### src/verilog/ysyx_fetch_cfg_pkg.sv
// RV64 fetch widths are fixed and the SRAM word must stay exactly two instructions wide
package ysyx_fetch_cfg_pkg;

  // datapath widths
  localparam int unsigned PC_WD        = 64;
  localparam int unsigned SRAM_ADDR_WD = 64; // byte address, low 3 bits always zero
  localparam int unsigned SRAM_DATA_WD = 64;
  localparam int unsigned INST_WD      = 32; // no compressed instructions

  typedef logic [PC_WD-1:0] pc_t;

  // first fetched address after reset
  localparam pc_t PC_RESETVAL = 64'h0000_0000_8000_0000;

  // sequential increment, one 32-bit instruction
  localparam pc_t PC_STEP = 64'd4;

endpackage

### src/verilog/ysyx_fetch_inst_pkg.sv
// Instruction word views assume a little-endian SRAM so address+0 sits in the low half
package ysyx_fetch_inst_pkg;

  typedef logic [ysyx_fetch_cfg_pkg::INST_WD-1:0] inst_t;

  // hi is the instruction at pc with bit 2 set
  typedef struct packed {
    inst_t hi;
    inst_t lo;
  } sram_halves_t;

  // one SRAM word, seen as raw data or as two instructions
  typedef union packed {
    logic [ysyx_fetch_cfg_pkg::SRAM_DATA_WD-1:0] whole; // what the sram port carries
    sram_halves_t                                halves; // decoded view for the if stage
  } sram_word_u;

endpackage

### src/verilog/ysyx_fetch_pc.sv
// PC generator issues the SRAM read in the same cycle it loads and has no alignment checks on targets
module ysyx_fetch_pc (
  input  logic                                        i_clk,
  input  logic                                        i_rst_n,
  // load request from if stage
  input  logic                                        i_load,
  // redirect from decode
  input  logic                                        i_br_sel,
  input  ysyx_fetch_cfg_pkg::pc_t                     i_br_target,
  // current fetch pc
  output ysyx_fetch_cfg_pkg::pc_t                     o_pc,
  // inst sram read port
  output logic                                        o_inst_sram_ren,
  output logic [ysyx_fetch_cfg_pkg::SRAM_ADDR_WD-1:0] o_inst_sram_addr
);

  import ysyx_fetch_cfg_pkg::*;

  pc_t pc_q;
  pc_t seq_pc;
  pc_t next_pc;

  assign seq_pc  = pc_q + PC_STEP;
  assign next_pc = i_br_sel ? i_br_target : seq_pc; // redirect wins over sequential

  // reset value sits one step behind so the first load fetches PC_RESETVAL
  always_ff @(posedge i_clk) begin
    if (!i_rst_n) begin
      pc_q <= PC_RESETVAL - PC_STEP;
    end else if (i_load) begin
      pc_q <= next_pc;
    end
  end

  assign o_pc = pc_q;

  // read goes out with the pc being loaded, data back next cycle
  assign o_inst_sram_ren  = i_load;
  assign o_inst_sram_addr = {next_pc[PC_WD-1:3], 3'b000}; // word aligned

endmodule

### src/verilog/ysyx_fetch_if_stage.sv
// IF stage completes in one cycle and relies on SRAM data arriving exactly one cycle after ren
module ysyx_fetch_if_stage (
  input  logic                            i_clk,
  input  logic                            i_rst_n,
  // from output buffer
  input  logic                            i_buf_allowin,
  // redirect from decode
  input  logic                            i_br_sel,
  // inst sram read data
  input  ysyx_fetch_inst_pkg::sram_word_u i_inst_sram_rdata,
  // from pc generator
  input  ysyx_fetch_cfg_pkg::pc_t         i_pc,
  output logic                            o_pc_load,
  // to output buffer
  output logic                            o_fs_valid,
  output ysyx_fetch_cfg_pkg::pc_t         o_fs_pc,
  output ysyx_fetch_inst_pkg::inst_t      o_fs_inst
);

  import ysyx_fetch_inst_pkg::*;

  logic  fs_valid;
  logic  fs_allowin;
  logic  fs_stall;
  logic  hold_valid;
  inst_t hold_inst;
  inst_t sel_inst;

  assign fs_allowin = !fs_valid || i_buf_allowin;
  assign fs_stall   = fs_valid && !i_buf_allowin;

  // new fetch when the stage drains, or always on a redirect
  assign o_pc_load = i_rst_n && (fs_allowin || i_br_sel);

  // a redirect replaces whatever was in flight with the target fetch
  always_ff @(posedge i_clk) begin
    if (!i_rst_n) begin
      fs_valid <= 1'b0;
    end else if (o_pc_load) begin
      fs_valid <= 1'b1;
    end
  end

  // pick the 32-bit half by pc[2]
  assign sel_inst = i_pc[2] ? i_inst_sram_rdata.halves.hi
                            : i_inst_sram_rdata.halves.lo;

  // sram data lasts one cycle only, so keep it across a stall
  always_ff @(posedge i_clk) begin
    if (!i_rst_n) begin
      hold_valid <= 1'b0;
    end else if (o_pc_load) begin
      hold_valid <= 1'b0; // held inst consumed or flushed
    end else if (fs_stall) begin
      hold_valid <= 1'b1;
    end
  end

  always_ff @(posedge i_clk) begin
    if (fs_stall && !hold_valid) begin
      hold_inst <= sel_inst; // first stalled cycle
    end
  end

  assign o_fs_valid = fs_valid;
  assign o_fs_pc    = i_pc;
  assign o_fs_inst  = hold_valid ? hold_inst : sel_inst;

endmodule

### src/verilog/ysyx_fetch_out_buf.sv
// Two-entry buffer only takes input when not full and a flush drops both entries at the clock edge
module ysyx_fetch_out_buf (
  input  logic                       i_clk,
  input  logic                       i_rst_n,
  input  logic                       i_flush,
  // from if stage
  input  logic                       i_valid,
  input  ysyx_fetch_cfg_pkg::pc_t    i_pc,
  input  ysyx_fetch_inst_pkg::inst_t i_inst,
  output logic                       o_allowin,
  // to decode
  input  logic                       i_ds_allowin,
  output logic                       o_ds_valid,
  output ysyx_fetch_cfg_pkg::pc_t    o_ds_pc,
  output ysyx_fetch_inst_pkg::inst_t o_ds_inst
);

  import ysyx_fetch_cfg_pkg::*;
  import ysyx_fetch_inst_pkg::*;

  pc_t        pc_q   [2];
  inst_t      inst_q [2];
  logic       wptr;
  logic       rptr;
  logic [1:0] count;
  logic       push;
  logic       pop;

  assign o_allowin  = (count != 2'd2); // low only when both entries hold data
  assign o_ds_valid = (count != 2'd0);

  assign push = i_valid && o_allowin;
  assign pop  = o_ds_valid && i_ds_allowin;

  // pointers and occupancy
  always_ff @(posedge i_clk) begin
    if (!i_rst_n || i_flush) begin
      wptr  <= 1'b0;
      rptr  <= 1'b0;
      count <= 2'd0;
    end else begin
      if (push) begin
        wptr <= ~wptr;
      end
      if (pop) begin
        rptr <= ~rptr;
      end
      case ({push, pop})
        2'b10:   count <= count + 2'd1;
        2'b01:   count <= count - 2'd1;
        default: count <= count; // idle or pass-through
      endcase
    end
  end

  // entry storage
  always_ff @(posedge i_clk) begin
    if (push) begin
      pc_q[wptr]   <= i_pc;
      inst_q[wptr] <= i_inst;
    end
  end

  // oldest entry faces decode
  assign o_ds_pc   = pc_q[rptr];
  assign o_ds_inst = inst_q[rptr];

endmodule

### src/verilog/ysyx_fetch_top.sv
// Fetch front end assumes a single-cycle redirect pulse and a one-cycle synchronous SRAM outside
module ysyx_fetch_top (
  input  logic                                        i_clk,
  input  logic                                        i_rst_n,
  // redirect from decode
  input  logic                                        i_br_sel,
  input  ysyx_fetch_cfg_pkg::pc_t                     i_br_target,
  // inst sram
  output logic                                        o_inst_sram_ren,
  output logic [ysyx_fetch_cfg_pkg::SRAM_ADDR_WD-1:0] o_inst_sram_addr,
  input  logic [ysyx_fetch_cfg_pkg::SRAM_DATA_WD-1:0] i_inst_sram_rdata,
  // to decode
  input  logic                                        i_ds_allowin,
  output logic                                        o_ds_valid,
  output ysyx_fetch_cfg_pkg::pc_t                     o_ds_pc,
  output ysyx_fetch_inst_pkg::inst_t                  o_ds_inst
);

  import ysyx_fetch_cfg_pkg::*;
  import ysyx_fetch_inst_pkg::*;

  logic  pc_load;
  pc_t   gen_pc;
  logic  fs_valid;
  pc_t   fs_pc;
  inst_t fs_inst;
  logic  buf_allowin;

  ysyx_fetch_pc u_pc (
    .i_clk            (i_clk),
    .i_rst_n          (i_rst_n),
    .i_load           (pc_load),
    .i_br_sel         (i_br_sel),
    .i_br_target      (i_br_target),
    .o_pc             (gen_pc),
    .o_inst_sram_ren  (o_inst_sram_ren),
    .o_inst_sram_addr (o_inst_sram_addr)
  );

  ysyx_fetch_if_stage u_if_stage (
    .i_clk             (i_clk),
    .i_rst_n           (i_rst_n),
    .i_buf_allowin     (buf_allowin),
    .i_br_sel          (i_br_sel),         // flushes the in-flight fetch
    .i_inst_sram_rdata (i_inst_sram_rdata), // raw word into the union view
    .i_pc              (gen_pc),
    .o_pc_load         (pc_load),
    .o_fs_valid        (fs_valid),
    .o_fs_pc           (fs_pc),
    .o_fs_inst         (fs_inst)
  );

  ysyx_fetch_out_buf u_out_buf (
    .i_clk        (i_clk),
    .i_rst_n      (i_rst_n),
    .i_flush      (i_br_sel), // younger entries are wrong path
    .i_valid      (fs_valid),
    .i_pc         (fs_pc),
    .i_inst       (fs_inst),
    .o_allowin    (buf_allowin),
    .i_ds_allowin (i_ds_allowin),
    .o_ds_valid   (o_ds_valid),
    .o_ds_pc      (o_ds_pc),
    .o_ds_inst    (o_ds_inst)
  );

endmodule

### config.mk
export PLATFORM = sky130hd
export DESIGN_NAME = ysyx_fetch_top
export DESIGN_NICKNAME = d
export VERILOG_FILES = /design/src/verilog/ysyx_fetch_cfg_pkg.sv /design/src/verilog/ysyx_fetch_inst_pkg.sv /design/src/verilog/ysyx_fetch_pc.sv /design/src/verilog/ysyx_fetch_if_stage.sv /design/src/verilog/ysyx_fetch_out_buf.sv /design/src/verilog/ysyx_fetch_top.sv
export SDC_FILE = /design/constraint.sdc
export NUM_CORES = 1
export LEC_CHECK = 0
export BUFFER_PORTS_ARGS = -buffer_cell sky130_fd_sc_hd__clkbuf_2
export CORE_ASPECT_RATIO = 0.75
export CORE_UTILIZATION = 35
export DETAILED_ROUTE_END_ITERATION = 12
export PLACE_DENSITY = 0.59
export SYNTH_ARGS = -nofsm -noshare
export SYNTH_HDL_FRONTEND = slang
export SYNTH_SLANG_ARGS = --single-unit
### constraint.sdc
create_clock -name i_clk -period 5.7 [get_ports i_clk]
set_input_delay 1.14 -clock i_clk [delete_from_list [all_inputs] [get_ports i_clk]]
set_output_delay 1.14 -clock i_clk [all_outputs]
set_load 0.01 [all_outputs]
==> impl_metrics.json <==
{
  "synthAdderAreaFrac_pct": 0.167,
  "synth_top_area_cell": "edfxtp_1",
  "slowest_stage": "or4b_1",
  "timing.setup.tns_ns": 0,
  "die_x_um": 241,
  "hp-class": "reg -> reg",
  "wire_per_inst_um": 21.3,
  "synth_top_area_share_pct": 44.9,
  "cts_tree": "yes",
  "io-pin-count": 294,
  "cts.sink_count": 295,
  "critPathLaunchType": "flip-flop",
  "stdcell_area_mm2": 0.0176,
  "synth_top_family_by_area": "simple AND/OR/NAND/NOR gates",
  "relSlewSlack_pct": 28.4,
  "ir_worst_vdd_uv": 157,
  "yosysMostFrequentCell": "edfxtp_1",
  "hold_viol": 0,
  "pre_cts_slack_ns": 1.63,
  "ys_top_cells_by_count": "edfxtp_1 (224), mux2_2 (170), nand2_1 (91), dfxtp_1 (71), nor2_1 (70)",
  "setup.worst_path.end_class": "primary output",
  "path_cells": "ha_1, nand4_1, nor4_4, nand3_2, or4b_1, and3b_1, clkbuf_2",
  "comb_power_share_pct": 12.6,
  "grt_pass1_vias": 10709,
  "cp_num_buf_inv": 1,
  "drive_gt1_share_pct": 37.6,
  "switching_share_pct": 25.3,
  "p_seq_share_pct": 46.1,
  "crit_family": "simple AND/OR/NAND/NOR gates",
  "final-max-slew-violation-count": 0,
  "cp_max_fo": 15,
  "final_cells": 2058,
  "clk_pin_slew_ns": 0.06,
  "pwr-share-clk_pct": 41.3,
  "setup_slack_ns": 1.03,
  "gp_congestion": 0.883,
  "cts_inserted_buffers": 34,
  "dr.pass1.iters": 5,
  "first_iter_violations": 987,
  "status": "finished, final reports clean",
  "grt_use_total_pct": 19.8,
  "synth-async-reset-ratio_pct": 0,
  "dp_cells": 1996,
  "final_antenna_net_count": 0,
  "synth-xor-area-share_pct": 2.75,
  "insertion_delay_ns": 0.52,
  "drc": 0,
  "overflow": 0,
  "cap_viol_max_count": 0,
  "grt_max_degree": 55,
  "setup_viol": 0,
  "fmax_mhz": 214,
  "core_mm2": 0.0421,
  "clock_path_buffers": 3,
  "critPathKind": "reg -> out",
  "dpl.hpwl_um": 31000,
  "skew_ns": 0.0109,
  "postCtsHoldBufs": 0,
  "worst_slew_pin_slew_ns": 1.07,
  "ctsResizeCount": 0,
  "finalCriticalPeriod_ns": 4.67,
  "p_total_mw": 5.53,
  "n_fill_cell": 4010,
  "dieArea_mm2": 0.0436,
  "rsz0062_at_grt": "no",
  "worstPathArrival_ns": 3.53,
  "p_int_mw": 4.13,
  "synthSimpleGateAreaFrac_pct": 15.1,
  "via_per_inst": 5.40,
  "crit_required_ns": 4.56,
  "switchingPower_mw": 1.40,
  "syn_inst": 1271,
  "max_stage_delay_ns": 0.58,
  "io_buffers": 290,
  "powerDensity_mw_per_mm2": 314,
  "syn_area_mm2": 0.0150,
  "p_leak_nw": 6.41,
  "reg2reg_slack_ns": 2.67,
  "fp-row-count": 65,
  "synth_mux_area_share_pct": 13.7,
  "post_dp_cell_area_mm2": 0.0165,
  "cts_max_level": 2,
  "synth.area.top_cells": "edfxtp_1 (45%), mux2_2 (13%), dfxtp_1 (9.5%)",
  "ys_ff_latch": 295,
  "synth_ff_type": "edfxtp_1",
  "synth_cell_types": 68,
  "antenna_found_initial": 3,
  "clockRootBuffer": "clkbuf_16",
  "synth-edff-count": 224,
  "vias": 11112,
  "syn_avg_cell_area_um2": 11.8,
  "area_growth_pct": 17.7,
  "fin_nets": 1597,
  "synth_seq_area_share_pct": 54.4,
  "min_period_over_period_pct": 81.9,
  "synth-compound-area-share_pct": 7.82,
  "drt_wl_total_um": 43900,
  "die_height_um": 181,
  "grt_pass1_wl_um": 65000,
  "start_util_pct": 35.6,
  "post_cts_buffers": 0,
  "yosys_warnings": 0
}
-- metal layers --
| metal | track usage, % | part of all wire (%) |
|---|---|---|
| met1 | 27.8 | 45 |
| met2 | 30.8 | 46 |
| met3 | 3.64 | 6.6 |
| met4 | 5.85 | 2.4 |
| met5 | 1.57 | 0.24 |
-- sequential cells by signal (all words and copies together), names as in the netlist, named ones only --
| signal | count |
|---|---|
| u_out_buf.pc_q | 128 |
| u_out_buf.inst_q | 64 |
| u_pc.o_pc | 64 |
| u_if_stage.hold_inst | 32 |
| u_out_buf.count | 2 |
| u_if_stage.hold_valid | 1 |
| u_if_stage.o_fs_valid | 1 |
| u_out_buf.rptr | 1 |
| u_out_buf.wptr | 1 |
-- stage by stage --
stage	hold WS [ns]	utilization [%]
after floorplan	0.420	-
after global placement	0.433	39.1
after detailed placement	0.436	39.1
after CTS	0.444	41.8
after global routing	0.450	41.8
final	0.448	41.8
-- final timing paths --
kind,start,end,cells after the start
hold / removal,u_pc.o_pc[0],u_out_buf.pc_q[1][0],0
hold reg to reg,u_pc.o_pc[0],u_out_buf.pc_q[1][0],0
setup reg to reg,u_pc.o_pc[3],u_pc.o_pc[48],7
setup / recovery,u_pc.o_pc[3],o_inst_sram_addr[62],7
-- cells in the final DEF, fill, tap and decap left out, drive strengths merged, types with 6 or more instances in the layout --
cell type and n:
inv 20, mux2i 13, dfxtp 71, nor2b 6, clkinv 9, nand2 91, a31oi 16, edfxtp 224
buf 18, nor4 24, nand3 46, a21oi 20, nor3 34, clkbuf 333, and3 6, or3 17
o311a 8, o31a 12, xnor2 22, nand2b 20, mux2 170, o21ai 30, o31ai 8, nor2 71
nand4 59, or4 9, a211oi 10, xor2 25, o21a 10, and4 6
-- layout make-up --
type / count / area (um2) / area share, %
repair buffers: 307 / 1590 / 9.04
well taps: 569 / 712 / 4.04
clock buffers: 44 / 940 / 5.33
flip-flops and latches: 295 / 8150 / 46.3
clock inverters: 17 / 218 / 1.24
multi-input cells: 808 / 5940 / 33.7
diodes: 1 / 2.50 / 0.0142
inverters: 17 / 63.8 / 0.362
-- power by group through the flow --
stage | Combinational (mW) | Clock [mW] | Sequential [mW]
final | 0.696 | 2.28 | 2.55
after global routing | 0.754 | 2.43 | 2.56
after CTS | 0.703 | 2.34 | 2.55
after detailed placement | 0.699 | 0 | 2.59
after global placement | 0.693 | 0 | 2.59
after floorplan | 0.509 | 0 | 2.54
-- kinds of logic (layout without fill, tap and decap cells) --
| kind of cell | after synthesis | count (layout) |
|---|---|---|
| mux | 183 | 183 |
| flops | 295 | 295 |
| fa+ha+maj | 2 | 2 |
| compound gates | 164 | 164 |
| buf+inv | 170 | 385 |
| other cells | 1 | 4 |
| xor+xnor | 47 | 47 |
| simple gates | 409 | 409 |
Power figures use the tool's default switching activity.
